$ cat config.mk
export PLATFORM = sky130hd
export DESIGN_NAME = skid_buf
export DESIGN_NICKNAME = d
export VERILOG_FILES = /design/src/design/arb_cfg_pkg.sv /design/src/design/skid_buf.sv
export SDC_FILE = /design/constraint.sdc
export NUM_CORES = 1
export LEC_CHECK = 0
export BUFFER_PORTS_ARGS = -buffer_cell sky130_fd_sc_hd__buf_2
export CAP_MARGIN = 20
export CELL_PAD_IN_SITES_DETAIL_PLACEMENT = 1
export CELL_PAD_IN_SITES_GLOBAL_PLACEMENT = 1
export CORE_ASPECT_RATIO = 1.75
export CORE_MARGIN = 2
export CORE_UTILIZATION = 30
export DETAILED_ROUTE_END_ITERATION = 10
export GPL_TIMING_DRIVEN = 0
export PLACE_DENSITY = 0.76
export SYNTH_ARGS = -nofsm -noshare
export SYNTH_HDL_FRONTEND = slang
export SYNTH_SLANG_ARGS = --single-unit
$ cat constraint.sdc
create_clock -name clk -period 2.5 [get_ports clk]
set_input_delay 0.25 -clock clk [delete_from_list [all_inputs] [get_ports clk]]
set_output_delay 0.25 -clock clk [all_outputs]
set_load 0.03 [all_outputs]
$ cat src/design/arb_cfg_pkg.sv
`default_nettype none

// sizing defaults for the stream arbiter
// the top level takes these as parameter defaults and passes them down
package arb_cfg_pkg;

  // number of upstream valid/stall channels
  // must fit in the source tag, see arb_word_pkg
  localparam int DEF_NUM_IN = 4;

  // payload bits per word, same on every channel and on the output
  localparam int DEF_DATA_W = 16;

  // entries in the output fifo
  // any depth works, pointers wrap at the depth and not at a power of two
  localparam int DEF_FIFO_DEPTH = 4;

endpackage

`default_nettype wire

$ cat src/design/skid_buf.sv
`timescale 1ns/10ps
`default_nettype none

// one-channel valid/stall skid buffer
// upstream sees the downstream stall one cycle late, so a word can be accepted
// in the cycle the stall first rises; that word is parked in the skid register
module skid_buf #(
  parameter int DATA_W = arb_cfg_pkg::DEF_DATA_W
) (
  input  logic              clk,
  input  logic              rst,
  // upstream side
  input  logic              valid_us,
  input  logic [DATA_W-1:0] data_us,
  output logic              stall_us,
  // downstream side, towards the selector
  output logic              valid_ds,
  output logic [DATA_W-1:0] data_ds,
  input  logic              stall_ds
);

  logic              stall_q;    // stall_ds delayed by one cycle
  logic              skid_vld;   // skid register holds a word
  logic [DATA_W-1:0] skid_data;  // parked word
  logic              skid_load;  // park the live word this cycle
  logic              skid_drain; // parked word leaves this cycle

  // skid entry wins over the live input
  assign valid_ds = skid_vld | valid_us;
  assign data_ds  = skid_vld ? skid_data : data_us;

  // registered stall, only raised towards a producer that is offering
  assign stall_us = stall_q & valid_us;

  // live word got through upstream (stall not seen yet) but is stalled downstream
  assign skid_load = valid_us & ~stall_q & stall_ds & ~skid_vld;

  // parked word is presented first, it goes as soon as downstream lets go
  assign skid_drain = skid_vld & ~stall_ds;

  // control state
  always_ff @(posedge clk or posedge rst) begin
    if (rst) begin
      stall_q  <= 1'b0;
      skid_vld <= 1'b0;
    end else begin
      stall_q <= stall_ds;
      if (skid_load) begin
        skid_vld <= 1'b1;
      end else if (skid_drain) begin
        skid_vld <= 1'b0;
      end
    end
  end

  // payload only moves on a load, qualified by skid_vld on the way out
  always_ff @(posedge clk) begin
    if (skid_load) begin
      skid_data <= data_us;
    end
  end

  // a loaded skid always has stall_q set the next cycle, so upstream is held
  // while the parked word drains and no word is taken twice

endmodule

`default_nettype wire

### After elaboration in Yosys (flattened, before gate mapping)

Index checks and enable logic that the tools add are counted.

| operators by class | value |
|---|---|
| mux-type cells | 3 |
| bitwise operators | 9 |
| reductions and logical operators | 1 |

Operators with widths:

| cell | count |
|---|---|
| 2-to-1 mux 16 bit | 1 |
| bitwise AND 1 bit | 5 |
| inverter 1 bit | 3 |
| 2-to-1 mux 1 bit | 2 |
| nonzero test 2 bit | 1 |
| bitwise OR 1 bit | 1 |

| word-level totals | value |
|---|---|
| register bits | 18 |
| output and inout bits | 18 |
| word-level logic and storage cells | 16 |

### Longest topological paths before layout

Gate-level depths: netlist of the first run.

| depth | value |
|---|---|
| depth after elaboration | 5 |
| mapped depth | 3 |
| depth with buffers taken out | 2 |

### Least setup slack after synthesis of the first run

No wires, ideal clock.

| path | value |
|---|---|
| path kind | reg2reg |
| start | reg skid_vld |
| end | reg skid_data[0] (enable) |
| library setup time | 333 ps |
| arrival time | 1032 ps |
| data required time | 2167 ps |
| slack | 1135 ps |
| cell stages (with the launch flop) | 4 |
| path buffers | 2 |
| cell sequence | dfrtp_1 > buf_6 > buf_12 > and3b_2 |

| on the way | value |
|---|---|
| longest elaborated chain between the ends | 2 |

Ends and longest elaborated chain:

| element | RTL line | text |
|---|---|---|
| start: declaration | skid_buf.sv:23 | `logic skid_vld;` |
| start signal: assignment | skid_buf.sv:45 | `skid_vld <= 1'b0;` |
| start signal: assignment | skid_buf.sv:49 | `skid_vld <= 1'b1;` |
| start signal: assignment | skid_buf.sv:51 | `skid_vld <= 1'b0;` |
| inverter 1 bit | skid_buf.sv:36 | `assign skid_load = valid_us & ~stall_q & stall_ds & ~skid_vld;` |
| bitwise AND 1 bit | skid_buf.sv:36 |  |
| via skid_load | skid_buf.sv:25 | `logic skid_load;` |
| end signal: assignment | skid_buf.sv:59 | `skid_data <= data_us;` |
| end: declaration | skid_buf.sv:24 | `logic [DATA_W-1:0] skid_data;` |

The timed path passes the listed nets, and every way through them passes these cells.
A chain may end at the register's enable or synchronous reset.

### Worst setup path after layout of the first run

| path | value |
|---|---|
| start | reg skid_vld |
| end | out data_ds[6] |

| on the way | value |
|---|---|
| longest elaborated chain between the ends | 1 |

Ends and longest elaborated chain:

| element | RTL line | text |
|---|---|---|
| 2-to-1 mux 16 bit | skid_buf.sv:30 | `assign data_ds = skid_vld ? skid_data : data_us;` |
| end: declaration | skid_buf.sv:18 | `output logic [DATA_W-1:0] data_ds,` |

Every way passes these cells.

==> qor.csv, run 1 <==
metric;value;unit
Core Rows;24;
mux cell area share after synthesis;0.255;
H-tree levels;1;
CP delay by family, top;buffers and inverters;
Mapped Area;808;sq um
Reg clk slew, reported paths;60;ps
status;complete, no violations;
DRT Pass-1 Iters;2;
period utilization;0.651;
Post-DRT Antenna Nets;0;
Yosys cell types;12;
CTS tree;yes;
sequential share of the synthesized area;0.656;
final hold viol count;0;
Global Route met1 Usage;0.123;
met2 usage;0.201;
CTS Buffer Depth;2;
pin count of the biggest net entering global routing;17;
Req. time, crit path;2250;ps
met3 Use GR;0.0149;
Largest stage delay, worst path;370;ps
CTS root buffer;clkbuf_8;
Hold Slack;137;ps
slew at the pin with the worst max-slew slack;363;ps
DIE WIDTH;43.2;microns
Final #Nets;105;
final setup skew;7.62;ps
grt peak-use layer;met2;
Worst-Skew Late Latency;250;ps
global-route wire length before repair;2610;microns
Post-Route Utilization;0.429;
Filler cells;278;
max-cap violations;0;
cells along the critical path;buf_6, buf_12, mux2_4, buf_2;
share of cells above drive strength 1;0.702;
Setup Buffers After CTS;0;
Critical path buffers and inverters;3;
unrepaired setup endpoints after global routing;false;
worst rel slew slack;0.758;
Overflow after GRT;0;
final setup fails;0;
Leakage Power;0.465;nW
Final Max Tran Viols;0;
TritonCTS buffer count;3;
crit end category;output port;
1st-iter DRT viols;2;
# DRC;0;
Setup Crit Path Kind;reg2out;
number of register bits inferred by synthesis;18;
Placed Area;1030;sq um
setup TNS;0;ps
CP Data Arrival Time;1380;ps
die area;3140;sq um
most common cell after layout, fill and taps aside;buf_2;
Hold Path Class;in2reg;
Post-Route WL;1460;microns
I/O pin count;38;
most frequent cells in the layout;37 x buf_2, 16 x edfxtp_1, 9 x mux2_2;
Synth Area in Simple Gates;0.0356;
hold buffer count at cts;1;
syn_nets;62;
Adder-Cell Fraction of Synth Area;0;
syn_area_per_cell;19.2;sq um
Resize count post-CTS;0;
Final HPWL DP;1140;microns
Final Cell Area;1080;sq um
Sink Count;18;
IO buf count;37;
Area Growth Syn to Fin;33.7;%
Startpoint Class;flop;
critical path's slowest cell;dfrtp_1;
vias;519;
FMAX;0.614;GHz
VDD IR max;302;uV
routability cong.;0.659;
ant diodes;0;
Starting Density;0.320;
Cells after DPL;105;
fin cells;110;
CP max FO;10;
area fraction in compound gates after synthesis;0.00929;
Syn. warnings;0;
DR vias/cell;4.72;
overall fraction of global-route tracks in use;0.107;
XOR/XNOR share of the synthesized area;0;
average wire per standard cell;13.3;microns
vias in the first global route;582;
largest family of logic cells by synthesized area;multiplexers;
post-synthesis cell count;42;
Tmin final;1630;ps
core area;2520;sq um
die height;72.7;microns
pwr/cell area;631;nW/um^2
initial antenna violation count;0;
## registers in the layout, summed over array words and instances, names as in the netlist
register,count
skid_vld,1
skid_data,16
stall_q,1
## final timing paths
kind                                       from                      to  slack [ps]  cells past startpoint
hold / removal                         stall_ds       stall_q$_DFF_PP0_         140                      1
setup reg to reg           skid_vld$_DFFE_PP0P_  skid_data[3]$_DFFE_PP_        1020                      3
hold reg to reg               stall_q$_DFF_PP0_    skid_vld$_DFFE_PP0P_         590                      2
min in group asynchronous                   rst       stall_q$_DFF_PP0_         400                      3
setup / recovery           skid_vld$_DFFE_PP0P_              data_ds[6]         870                      4
max in group asynchronous                   rst    skid_vld$_DFFE_PP0P_        2000                      3
## per-layer routing
metal	wire, microns	up-vias	part of all wire
li1	-	241	-
met1	540	251	0.37
met2	787	27	0.54
met3	131	0	0.090
met4	0	0	0
met5	0	-	0
## area by class of cell
| cell class | count | area [sq um] | area share |
|---|---|---|---|
| sequential | 18 | 531 | 0.491 |
| multi-input combinational | 21 | 243 | 0.225 |
| timing repair buffer | 38 | 195 | 0.181 |
| clock buffer | 4 | 45.0 | 0.0417 |
| tap | 26 | 32.5 | 0.0301 |
| buffer | 2 | 31.3 | 0.0289 |
| inverter | 1 | 3.75 | 0.00347 |
## kinds of logic after synthesis
logic type | Yosys count
multiplexers | 16
AO/OA/AOI/OAI | 1
AND/OR/NAND/NOR | 4
flip-flops | 18
buffers and inverters | 3
## stage by stage
| step | total power, mW | setup slack (ps) |
|---|---|---|
| final | 0.682 | 872 |
| after global routing | 0.713 | 826 |
| after CTS | 0.692 | 853 |
| after detailed placement | 0.488 | 1010 |
| after global placement | 0.485 | 1020 |
| after floorplan | 0.445 | 1140 |
## power by group
group          switching (mW)  internal, mW
sequential            0.00249         0.338
combinational          0.0796        0.0600
clock                  0.0894         0.113
total                   0.172         0.511
## Yosys cell counts (all sizes together)
library cell	n	area (sq um)
or2	1	6.26
mux2	16	206
buf	2	31.3
and2	1	6.26
o21a	1	7.51
nor2b	1	6.26
edfxtp	16	480
dfrtp	2	50.1
and3b	1	10.0
inv	1	3.75
Power figures use the tool's default switching activity.
==> run 2, diff against run 1 <==
==> constraint.sdc (replaced) <==
create_clock -name clk -period 1.5 [get_ports clk]
set_input_delay 0.15 -clock clk [delete_from_list [all_inputs] [get_ports clk]]
set_output_delay 0.15 -clock clk [all_outputs]
set_load 0.03 [all_outputs]
==> qor.csv, run 2 (synthesis gave the netlist of run 1 again) <==
metric;value;unit;change
status;complete, no violations;;
Startpoint Class;flop;;
Hold Slack;40.3;ps;-96.8 ps
Largest regs;skid_data: 16 flops, skid_vld: 1 flops, stall_q: 1 flops;;
TritonCTS buffer count;3;;unchanged
Final HPWL DP;1140;microns;unchanged
Tmin final;1490;ps;
Post-DRT Antenna Nets;0;;unchanged
max reg flops;16;;unchanged
Overflow after GRT;0;;unchanged
setup TNS;0;ps;unchanged
Final #Nets;106;;+0.95%
final hold viol count;0;;unchanged
I/O pin count;38;;unchanged
IO buf count;37;;unchanged
worst rel slew slack;0.827;;+0.0689
Setup WS pre-CTS;7.04;ps;-1000 ps
period utilization;0.993;;
initial antenna violation count;0;;unchanged
vias in the first global route;591;;+1.5%
crit end category;output port;;
average wire per standard cell;14.0;microns;+5.6%
unrepaired setup endpoints after global routing;true;;
CTS tree;yes;;
Cells after DPL;105;;unchanged
Starting Density;0.320;;unchanged
Setup Crit Path Kind;reg2out;;
Final Max Tran Viols;0;;unchanged
H-tree levels;1;;unchanged
max-cap violations;0;;unchanged
share of cells above drive strength 1;0.706;;+0.00350
FMAX;0.671;GHz;
Area Growth Syn to Fin;48.5;%;
Sink Count;18;;unchanged
routability cong.;0.659;;unchanged
ant diodes;0;;unchanged
Post-Route Utilization;0.476;;+0.0471
Req. time, crit path;1350;ps;-900 ps
slew at the pin with the worst max-slew slack;260;ps;-103 ps
Reg clk slew, reported paths;60;ps;about the same
CP max FO;10;;unchanged
final setup skew;7.09;ps;-0.536 ps
most common cell after layout, fill and taps aside;buf_2;;
total chip power;1.19;mW;+75%
fin cells;111;;+0.91%
CTS root buffer;clkbuf_8;;
# DRC;0;;unchanged
most frequent cells in the layout;24 x buf_2, 16 x edfxtp_1, 13 x buf_6;;
Leakage Power;0.516;nW;+11%
pwr/cell area;994;nW/um^2;+57%
Hold Path Class;in2reg;;
final worst slack;10.4;ps;-861 ps
1st-iter DRT viols;1;;-1
DIE WIDTH;43.2;microns;unchanged
core area;2520;sq um;unchanged
global-route wire length before repair;2680;microns;+2.9%
DR vias/cell;4.77;;+1.0%
Post-Route WL;1550;microns;+6.5%
DRT Pass-1 Iters;2;;unchanged
pin count of the biggest net entering global routing;17;;unchanged
Placed Area;1030;sq um;unchanged
Final Cell Area;1200;sq um;+11%
CP Data Arrival Time;1340;ps;-40 ps
overall fraction of global-route tracks in use;0.110;;+0.00303
Core Rows;24;;unchanged
Worst-Skew Late Latency;250;ps;about the same
final setup fails;0;;unchanged
CTS Buffer Depth;2;;unchanged
Largest Register;skid_data;;
vias;529;;+1.9%
die height;72.7;microns;unchanged
die area;3140;sq um;unchanged
VDD IR max;478;uV;+59%
[run 2: repair_timing]
item | CTS | global route
setup buffers | 1 | 0
gates resized for setup | 14 | 22
setup endpoints to repair | 23 | 29
endpoints found under the hold margin | 2 | 0
hold buffers | 1 | 0
[run 2: final cells by class]
type	instances	area (sq um)
sequential	18	531
buffer	2	31.3
multi-input combinational	21	264
clock buffer	4	45.0
inverter	1	3.75
timing repair buffer	39	293
tap	26	32.5
fill	262	1320
[run 2: power breakdown]
part	switching (mW)	internal (mW)	leakage, nW	total, mW
logic	0.143	0.145	0.322	0.288
clock network	0.149	0.188	0.0228	0.337
registers	0.00437	0.564	0.171	0.568
total	0.297	0.896	0.516	1.19
[run 2: metal layers]
metal / vias to the layer above / wire length, microns / GRT usage
met3: 0 / 116 / 0.0149
li1: 243 / - / -
met5: - / 0 / 0
met2: 27 / 861 / 0.206
met4: 0 / 0 / 0.0303
met1: 259 / 575 / 0.128
[run 2: critical path, stage by stage (launching register included)]
cell and delay (ps):
dfrtp_1 370, buf_6 140, buf_12 140, mux2_4 300, buf_6 140
[run 2: worst paths after layout]
check / startpoint / to / slack, ps / cells after the start
max: skid_vld$_DFFE_PP0P_ / data_ds[6] / 10 / 4
min: stall_ds / stall_q$_DFF_PP0_ / 40 / 1
max reg2reg: skid_vld$_DFFE_PP0P_ / skid_data[3]$_DFFE_PP_ / 70 / 3
min reg2reg: stall_q$_DFF_PP0_ / skid_vld$_DFFE_PP0P_ / 590 / 2
max in group asynchronous: rst / skid_vld$_DFFE_PP0P_ / 1100 / 3
min in group asynchronous: rst / stall_q$_DFF_PP0_ / 300 / 3
