$ cat src/design/arb_cfg_pkg.sv
`default_nettype none

// sizing defaults for the stream arbiter
// the top level takes these as parameter defaults and passes them down
package arb_cfg_pkg;

  // number of upstream valid/stall channels
  // must fit in the source tag, see arb_word_pkg
  localparam int DEF_NUM_IN = 4;

  // payload bits per word, same on every channel and on the output
  localparam int DEF_DATA_W = 16;

  // entries in the output fifo
  // any depth works, pointers wrap at the depth and not at a power of two
  localparam int DEF_FIFO_DEPTH = 4;

endpackage

`default_nettype wire

$ cat src/design/arb_word_pkg.sv
`default_nettype none

// format of the word leaving the arbiter
// each output word is the payload plus a tag naming the channel it came from
package arb_word_pkg;

  // tag width, 4 bits name up to 16 upstream channels
  localparam int SRC_W = 4;

  // index of the input channel a word entered on
  // set by the selector when it picks a channel, kept next to the payload
  // in the output fifo and driven out on src_ds
  typedef logic [SRC_W-1:0] src_id_t;

endpackage

`default_nettype wire

$ cat src/design/arb_push_if.sv
`timescale 1ns/10ps
`default_nettype none

// push path from the round-robin selector into the output fifo
interface arb_push_if #(
  parameter int DATA_W = arb_cfg_pkg::DEF_DATA_W
) ();
  import arb_word_pkg::*;

  logic              push;      // write strobe, a word is taken on every edge it is high
  logic [DATA_W-1:0] push_data; // payload of the picked channel
  src_id_t           push_src;  // index of the picked channel
  logic              full;      // fifo has no room, selector holds off

  // selector side
  modport sel (
    output push,
    output push_data,
    output push_src,
    input  full
  );

  // fifo side, never sees a push while full
  modport fifo (
    input  push,
    input  push_data,
    input  push_src,
    output full
  );

endinterface

`default_nettype wire

$ cat src/design/out_fifo.sv
`timescale 1ns/10ps
`default_nettype none

// show-ahead output fifo for tagged words
// head entry is on data_ds/src_ds whenever the fifo is not empty,
// a downstream transfer pops it
module out_fifo #(
  parameter int DATA_W     = arb_cfg_pkg::DEF_DATA_W,
  parameter int FIFO_DEPTH = arb_cfg_pkg::DEF_FIFO_DEPTH
) (
  input  logic                  clk,
  input  logic                  rst,
  // from the selector
  arb_push_if.fifo              push_port,
  // downstream port
  output logic                  valid_ds,
  output logic [DATA_W-1:0]     data_ds,
  output arb_word_pkg::src_id_t src_ds,
  input  logic                  stall_ds
);
  import arb_word_pkg::*;

  localparam int AW = (FIFO_DEPTH > 1) ? $clog2(FIFO_DEPTH) : 1; // pointer bits
  localparam int CW = $clog2(FIFO_DEPTH + 1);                    // count 0..FIFO_DEPTH

  logic [DATA_W-1:0] data_mem [FIFO_DEPTH]; // payload storage
  src_id_t           src_mem  [FIFO_DEPTH]; // tag storage, same slot as payload
  logic [AW-1:0]     rd_ptr;                // head slot
  logic [AW-1:0]     wr_ptr;                // next free slot
  logic [CW-1:0]     count;                 // words held
  logic              empty;
  logic              push;
  logic              pop;

  // circular increment, wraps at the depth
  function automatic logic [AW-1:0] ptr_inc(input logic [AW-1:0] p);
    return (p == AW'(FIFO_DEPTH - 1)) ? '0 : p + 1'b1;
  endfunction

  assign empty          = (count == '0);
  assign push_port.full = (count == CW'(FIFO_DEPTH));

  // selector only pushes while not full
  assign push = push_port.push;
  assign pop  = valid_ds & ~stall_ds; // downstream transfer

  // head is presented straight from storage
  assign valid_ds = ~empty;
  assign data_ds  = data_mem[rd_ptr];
  assign src_ds   = src_mem[rd_ptr];

  always_ff @(posedge clk or posedge rst) begin
    if (rst) begin
      rd_ptr <= '0;
      wr_ptr <= '0;
      count  <= '0;
    end else begin
      if (push) begin
        wr_ptr <= ptr_inc(wr_ptr);
      end
      if (pop) begin
        rd_ptr <= ptr_inc(rd_ptr);
      end
      case ({push, pop})
        2'b10:   count <= count + 1'b1;
        2'b01:   count <= count - 1'b1;
        default: count <= count; // both or neither
      endcase
    end
  end

  // a push never lands on the head while it is held, since wr_ptr meets rd_ptr
  // only when empty or full
  always_ff @(posedge clk) begin
    if (push) begin
      data_mem[wr_ptr] <= push_port.push_data;
      src_mem[wr_ptr]  <= push_port.push_src;
    end
  end

endmodule

`default_nettype wire

$ cat src/flat_wrapper.sv
// flat-port wrapper written by rule: the top's interface ports become plain ports
module out_fifo_flat import arb_word_pkg::*;
#(
  parameter int DATA_W     = arb_cfg_pkg::DEF_DATA_W,
  parameter int FIFO_DEPTH = arb_cfg_pkg::DEF_FIFO_DEPTH
)
  (clk, rst, valid_ds, data_ds, src_ds, stall_ds, push_port_push, push_port_push_data, push_port_push_src, push_port_full);
  arb_push_if #(.DATA_W(DATA_W)) push_port_i ();
  input  logic clk;
  input  logic rst;
  output logic valid_ds;
  output logic [DATA_W-1:0] data_ds;
  output arb_word_pkg::src_id_t src_ds;
  input  logic stall_ds;
  input wire logic [$bits(push_port_i.push)-1:0] push_port_push;
  input wire logic [$bits(push_port_i.push_data)-1:0] push_port_push_data;
  input wire logic [$bits(push_port_i.push_src)-1:0] push_port_push_src;
  output wire logic [$bits(push_port_i.full)-1:0] push_port_full;
  assign push_port_i.push = push_port_push;
  assign push_port_i.push_data = push_port_push_data;
  assign push_port_i.push_src = push_port_push_src;
  assign push_port_full = push_port_i.full;
  out_fifo #(.DATA_W(DATA_W), .FIFO_DEPTH(FIFO_DEPTH)) u_core (.clk(clk), .rst(rst), .push_port(push_port_i), .valid_ds(valid_ds), .data_ds(data_ds), .src_ds(src_ds), .stall_ds(stall_ds));
endmodule
$ cat config.mk
export PLATFORM = sky130hd
export DESIGN_NAME = out_fifo_flat
export DESIGN_NICKNAME = d
export VERILOG_FILES = /design/src/design/arb_cfg_pkg.sv /design/src/design/arb_word_pkg.sv /design/src/design/arb_push_if.sv /design/src/design/out_fifo.sv /design/src/flat_wrapper.sv
export SDC_FILE = /design/constraint.sdc
export NUM_CORES = 1
export LEC_CHECK = 0
export BUFFER_PORTS_ARGS = -buffer_cell sky130_fd_sc_hd__clkbuf_2
export CAP_MARGIN = 20
export CORE_AREA = 3 3 96 98
export CTS_BUF_LIST = sky130_fd_sc_hd__clkbuf_8
export DETAILED_ROUTE_END_ITERATION = 6
export DIE_AREA = 0 0 99 101
export HOLD_SLACK_MARGIN = 0.03
export PLACE_DENSITY = 0.68
export SLEW_MARGIN = 20
export SYNTH_ARGS = -nofsm -noshare
export SYNTH_HDL_FRONTEND = slang
export SYNTH_SLANG_ARGS = --single-unit
$ cat constraint.sdc
create_clock -name clk -period 3.7 [get_ports clk]
set_input_delay 0.74 -clock clk [delete_from_list [all_inputs] [get_ports clk]]
set_output_delay 0.74 -clock clk [all_outputs]
set_load 0.02 [all_outputs]
# Word-level counts from Yosys, hierarchy flattened
# Memory sizes are Yosys's and may differ from the RTL's.
# Cells that the tools add are included.
dict set report totals {
  register_bits 7
  latchBits 0
  ram_bits 80
  romBits 0
  in_bits 24
  out_inout_bits 22
  word_cells 24
  mem_count 2
}
dict set report classes {
  addsub 4
  multipliers 0
  div 0
  n_lt_le_gt_ge 0
  n_eq_ne 5
  n_shift 0
  mux 5
  n_bitwise 3
  reduce_logical 2
}
# name words word_bits read_ports rd_clocked_by_memory_dff wr line_no
set mem_list {}
lappend mem_list {u_core.data_mem 4 16 1 0 1 out_fifo.sv:26} ;# logic [DATA_W-1:0] data_mem [FIFO_DEPTH];
lappend mem_list {u_core.src_mem 4 4 1 0 1 out_fifo.sv:27} ;# src_id_t src_mem [FIFO_DEPTH];
# operator n
set op_table {}
lappend op_table {{equality test 2 bit (second input constant)} 3}
lappend op_table {{case mux 3 bit (2 select lines)} 1}
lappend op_table {{adder 2 x 1 -> 2 bit (second input constant)} 2}
lappend op_table {{2-to-1 mux 2 bit} 2}
lappend op_table {{adder 3 x 1 -> 3 bit (second input constant)} 1}
lappend op_table {{equality test 3 bit (second input constant)} 1}
lappend op_table {{zero test 3 bit} 1}
lappend op_table {{subtractor 3 x 1 -> 3 bit (second input constant)} 1}
lappend op_table {{equality test 2 x 1 -> 1 bit (second input constant)} 1}
lappend op_table {{2-to-1 mux 1 bit} 2}
lappend op_table {{NOT 1 bit} 2}
lappend op_table {{nonzero test 2 bit} 1}
lappend op_table {{AND 1 bit} 1}

# Logic depth before layout (Yosys ltp)
# Gate-level depths: netlist (run 1).
dict set report depth {
  word_depth 5
  mapped_depth 8
  depth_no_buf 8
}

# Worst setup path after synthesis (run 1)
# No wires, ideal clock.
dict set report synth_path {
  path_kind {register to output}
  from {reg u_core.rd_ptr[0]}
  to {out data_ds[0]}
  t_arrival_ns 1.246
  required_ns 2.960
  setup_slack_ns 1.714
  path_stages_with_launch 3
  path_buffers 1
  cell_sequence {dfrtp_1 buf_4 mux4_2}
}
dict set report synth_between {
  elab_chain_cells 1
}
# element line_no
set synth_rtl {}
lappend synth_rtl {{from (decl)} out_fifo.sv:28} ;# logic [AW-1:0] rd_ptr;
lappend synth_rtl {{from (signal assigned)} out_fifo.sv:62} ;# rd_ptr <= ptr_inc(rd_ptr);
lappend synth_rtl {{memory read (4 x 16 bit)} n/a}
lappend synth_rtl {{to (decl)} flat_wrapper.sv:12} ;# output logic [DATA_W-1:0] data_ds;
# No other way between the ends.

# Worst setup path after layout (run 1)
dict set report layout_path {
  from {reg u_core.rd_ptr[0]}
  to {out data_ds[10]}
}
# Same word-level chain as after synthesis.

==> run_results.csv, run 1 <==
group,metric,value,unit
synth,synth.area.top_cells,"edfxtp_1, mux4_2, dfrtp_1",
layout,fin_area,3920,µm²
synth,yosysSeqAreaShare,77.6,%
floorplan,rows,34,
grt,antenna_found_initial,0,
synth,synth_cell_type_count,21,
power,power.density,779,nW/µm²
drt,met2_length,2710,µm
layout,multi_input_area,698,µm²
grt,grt_usage,12.0,%
power,p_total,3.05,mW
drt,maxUsedRoutingLayer,"met4",
grt,grt_pass1_vias,1658,
synth,synth_area,3320,µm²
layout,area_growth,17.9,%
synth,synth_common_cells,"edfxtp_1, mux4_2, dfrtp_1, inv_1, ha_1",
flow_run,maxCapViolations,0,
layout,drive_above_1_share,43.3,%
min_path,holdCritPathClass,"in2async",
floorplan,core_area,8550,µm²
synth,avgSynthCellArea,23.1,µm²
sta,fin_crit_sh,80.5,%
synth,post-synth-top-count-cell,"edfxtp_1",
synth,syn-num-nets,175,
sta,worst_pin_slew,1.02,ns
synth,yosysTopAreaCellShare,72.3,%
setup_path,startpoint_type,"flop",
sta,fmaxAchievable,336,MHz
setup_path,cp_max_fo,13,
synth,ys_ff_latch,87,
setup_path,max_stage_delay,0.80,ns
setup_path,cp_slowest_cell,"dfrtp_1",
setup_path,crit_chain,"buf_4 -> mux4_2 -> clkbuf_2",
cts,cts_tree,"done",
sta,finalSetupViolCount,0,
floorplan,dieArea,10000,µm²
drt,viasPerCell,4.82,
synth,async_flop_share,8.05,%
setup_path,end_kind,"primary output",
sta,finalHoldViolCount,0,
cts,cts_made_buffers,9,
synth,netlist_instances,144,
place,placed_area,3690,µm²
cts,clock_sinks,87,
setup_path,cp.arrival,2.24,ns
place,gp_congestion,0.657,
sta,rsz0062_at_grt,"no",
synth,ys.flop_type,"edfxtp_1",
drt,antenna_left,0,
drt,dr_wl_met3,260,µm
layout,diodes,0,
cts,post_cts_buffers,0,
cts,h-tree-depth,3,
setup_path,cp_num_buf_inv,2,
drt,drt_wl_total,5450,µm
grt,grt_pass1_wl,8770,µm
run_status,status,"complete, no violations",
layout,final_nets,229,
synth,synth_area_leader_cell,"edfxtp_1",
setup_path,crit_type,"reg2out",
grt,grt_max_degree,23,
floorplan,initial_core_util,38.9,%
sta,fin_skew,0.00770,ns
cts,root_buffer,"clkbuf_8",
place,io_buffers,45,
sta,fin_crit,2.98,ns
layout,n_fill_cell,713,
drt,met1_length,2420,µm
cts,clock_latency,0.35,ns
floorplan,pin_count,46,
place,dp_slack,1.03,ns
cts,cts-hold-fix-buffers,0,
sta,max_slew_margin,32.1,%
synth,synth-edff-count,80,
cts,cts.repair.resized,0,
layout,seqCellArea,2580,µm²
layout,fin_util,45.8,%
power,p_leak,1.42,nW
drt,first_pass_iters,4,
setup_path,crit_family,"flip-flops",
synth,synth_warnings,0,
grt,overflow,0,
drt,drt_iter0_drc,53,
cts,clk_pin_slew_worst_paths,0.08,ns
drt,vias,1500,
drt,avgRoutedWirePerCell,17.5,µm
setup_path,cp.required,2.96,ns
sta,tns,0,ns
sta,fin_ws,0.722,ns
power,ir_drop,321,µV
floorplan,die_h,101,µm
drt,drc_errors,0,
floorplan,dieWidth,99,µm
sta,slew_violations,0,
cts,clk_path_buf_depth,2,
==> registers in the layout (all words and copies together) (netlist names) <==
name,flops
u_core.src_mem,16
u_core.rd_ptr,2
u_core.count,3
u_core.wr_ptr,2
u_core.data_mem,64
==> path summary, 6_finish.rpt <==
path / start / end / slack, ns / depth (start not counted)
max: u_core.rd_ptr[0] / data_ds[10] / 0.72 / 3
min: rst / u_core.count[1] / 0.30 / 2
max reg2reg: u_core.wr_ptr[0] / u_core.data_mem[2][14] / 1.83 / 3
min reg2reg: u_core.count[2] / u_core.count[2] / 0.51 / 1
max in group asynchronous: rst / u_core.rd_ptr[1] / 3.19 / 2
min in group clk: u_core.count[2] / u_core.count[2] / 0.51 / 1
==> logic make-up after synthesis <==
kind of cell	synth area share, %
flops	77.6
simple gates	2.22
buf+inv	1.51
fa+ha+maj	2.86
xor+xnor	0.791
mux	14.8
compound gates	0.301
==> metrics by stage <==
| step | hold slack, ns | cells |
|---|---|---|
| finish | 0.296 | 311 |
| global route | 0.302 | 311 |
| CTS | 0.292 | 311 |
| detailed placement | 0.492 | 295 |
| global placement | 0.495 | 294 |
| floorplan | 0.457 | 144 |
==> cell type report <==
cell class	count	share of cell area (%)
clock buffer	9	3.16
tap	108	3.45
timing repair buffer	47	6.64
multi-input combinational	46	17.8
sequential	87	65.8
clock inverter	7	2.46
inverter	7	0.671
==> placed cells by master (no fill, tap or decap) <==
cell type,count
inv_8,1
inv_6,1
nand2_1,1
and2_2,2
dfrtp_1,7
and2_1,2
nor2b_4,1
mux2_4,2
bufinv_16,2
fa_1,1
ha_1,6
or3_1,1
xnor2_1,1
or3_4,1
o21ai_0,2
and3_1,1
mux2i_1,1
mux4_2,20
buf_16,1
clkinvlp_4,1
xor2_1,2
edfxtp_1,80
clkinv_2,1
inv_1,8
clkbuf_2,45
nor2_1,2
clkbuf_8,9
buf_4,1
==> metal layers <==
layer / vias to the layer above / GRT usage (%)
met5: - / 0
met4: 0 / 5.04
li1: 690 / -
met1: 759 / 16.0
met2: 44 / 18.5
met3: 7 / 3.39
==> where the power goes <==
part           leakage [nW]  internal [mW]  switching (mW)
combinational         0.492          0.433           0.496
sequential            0.818           1.27           0.134
clock                 0.113          0.384           0.335
total                  1.42           2.09           0.964
No activity file was read; power rests on OpenSTA's default activity.
==> run 2: changes to the inputs <==
==> constraint.sdc (replaced) <==
create_clock -name clk -period 2.9 [get_ports clk]
set_input_delay 0.58 -clock clk [delete_from_list [all_inputs] [get_ports clk]]
set_output_delay 0.58 -clock clk [all_outputs]
set_load 0.02 [all_outputs]
==> run_results.csv, run 2 (same netlist as run 1, synthesis figures left out) <==
group,metric,value,unit
run_status,status,"complete, no violations",
setup_path,rr_startpoint,"u_core.count[0]",
cts,clock_sinks,87,
layout,final_nets,235,
sta,fin_crit_sh,78.5,%
drt,drt_wl_total,5530,µm
place,io_buffers,45,
layout,seqCellArea,2580,µm²
sta,worst_pin_slew,0.509,ns
sta,fin_skew,0.00500,ns
setup_path,end_kind,"primary output",
layout,regMostFlops,"u_core.data_mem",
floorplan,core_area,8550,µm²
min_path,holdCritPathClass,"in2async",
layout,area_growth,17.6,%
drt,antenna_left,0,
power,ir_drop,479,µV
drt,first_pass_iters,4,
cts,h-tree-depth,3,
grt,grt_usage,11.7,%
setup_path,startpoint_type,"flop",
grt,grt_pass1_vias,1653,
cts,cts_tree,"done",
layout,drive_above_1_share,43.1,%
cts,clk_pin_slew_worst_paths,0.08,ns
setup_path,crit_type,"reg2out",
sta,tns,0,ns
setup_path,cp_max_fo,12,
sta,finalSetupViolCount,0,
drt,met2_length,2880,µm
layout,fin_util,45.7,%
floorplan,initial_core_util,38.9,%
cts,cts-hold-fix-buffers,0,
power,p_total,3.81,mW
cts,post_cts_buffers,0,
sta,fmaxAchievable,439,MHz
floorplan,dieWidth,99,µm
setup_path,startpoint,"u_core.rd_ptr[0]",
flow_run,maxCapViolations,0,
drt,met1_length,2280,µm
setup_path,reg2reg_slack,1.02,ns
layout,fin_cells,317,
place,dp_cells,301,
power,power.density,975,nW/µm²
grt,overflow,0,
setup_path,cp.required,2.32,ns
layout,diodes,0,
cts,clock_latency,0.34,ns
drt,drc_errors,0,
drt,viasPerCell,4.89,
layout,layout_common_cells,"edfxtp_1, clkbuf_2, mux4_2",
layout,multi_input_area,696,µm²
place,post-dp-hpwl,3700,µm
floorplan,rows,34,
layout,final_common_cell,"edfxtp_1",
floorplan,die_h,101,µm
cts,clk_path_buf_depth,2,
drt,avgRoutedWirePerCell,17.4,µm
floorplan,dieArea,10000,µm²
grt,antenna_found_initial,0,
grt,grt_pass1_wl,8660,µm
grt,grt_max_degree,15,
place,gp_congestion,0.694,
setup_path,cp.arrival,1.70,ns
drt,drt_iter0_drc,37,
sta,slew_violations,0,
sta,holdWs,0.145,ns
layout,largest_register_ffs,64,
cts,cts.repair.resized,0,
drt,dr_wl_met3,319,µm
layout,largestRegisters,"u_core.data_mem (64), u_core.src_mem (16), u_core.count (3)",
drt,vias,1550,
power,p_leak,1.43,nW
cts,cts_made_buffers,9,
drt,maxUsedRoutingLayer,"met4",
floorplan,pin_count,46,
sta,fin_crit,2.28,ns
layout,n_fill_cell,713,
cts,root_buffer,"clkbuf_8",
sta,finalHoldViolCount,0,
sta,max_slew_margin,66.0,%
sta,rsz0062_at_grt,"no",
[run 2: cell count changes in the layout (fill, tap and decap cells not counted), sizes merged]
cell / previous run / this run
buf: 2 / 8
bufinv: 2 / 1
clkinvlp: 1 / 2
[run 2: worst paths after layout]
| path | to | depth (start not counted) |
|---|---|---|
| setup / recovery | data_ds[0] | 3 |
| hold / removal | u_core.rd_ptr[0] | 2 |
| setup reg to reg | u_core.count[1] | 6 |
| hold reg to reg | u_core.count[0] | 1 |
| max in group asynchronous | u_core.count[1] | 2 |
| min in group clk | u_core.data_mem[3][4] | 1 |
[run 2: power by group]
part	internal, mW	leakage (nW)	switching, mW
registers	1.62	0.818	0.0715
clock network	0.392	0.0959	0.395
logic	0.574	0.514	0.755
total	2.59	1.43	1.22
[run 2: worst max-delay path, cell delays in order, from the launching register on]
cell and delay [ns]:
dfrtp_1 0.35, buf_4 0.27, mux4_2 0.56, clkbuf_2 0.18
[run 2: cell type report]
cell class	instances	share of cell area [%]
clock inverters	7	1.66
inverters	7	0.672
well taps	108	3.46
repair buffers	53	7.30
clock buffers	9	3.17
multi-input cells	46	17.8
flip-flops and latches	87	65.9
[run 2: through the flow]
stage	area [µm²]	setup slack (ns)
after floorplan	3320	1.07
after global placement	3720	0.982
after detailed placement	3720	0.917
after CTS	3910	0.573
after global routing	3910	0.534
final	3910	0.622
[run 2: per-layer routing]
metal  GRT usage [%]  vias to the layer above
li1                -                      704
met1            14.2                      793
met2            19.8                       45
met3            3.67                        8
met4            4.20                        0
met5               0                        -
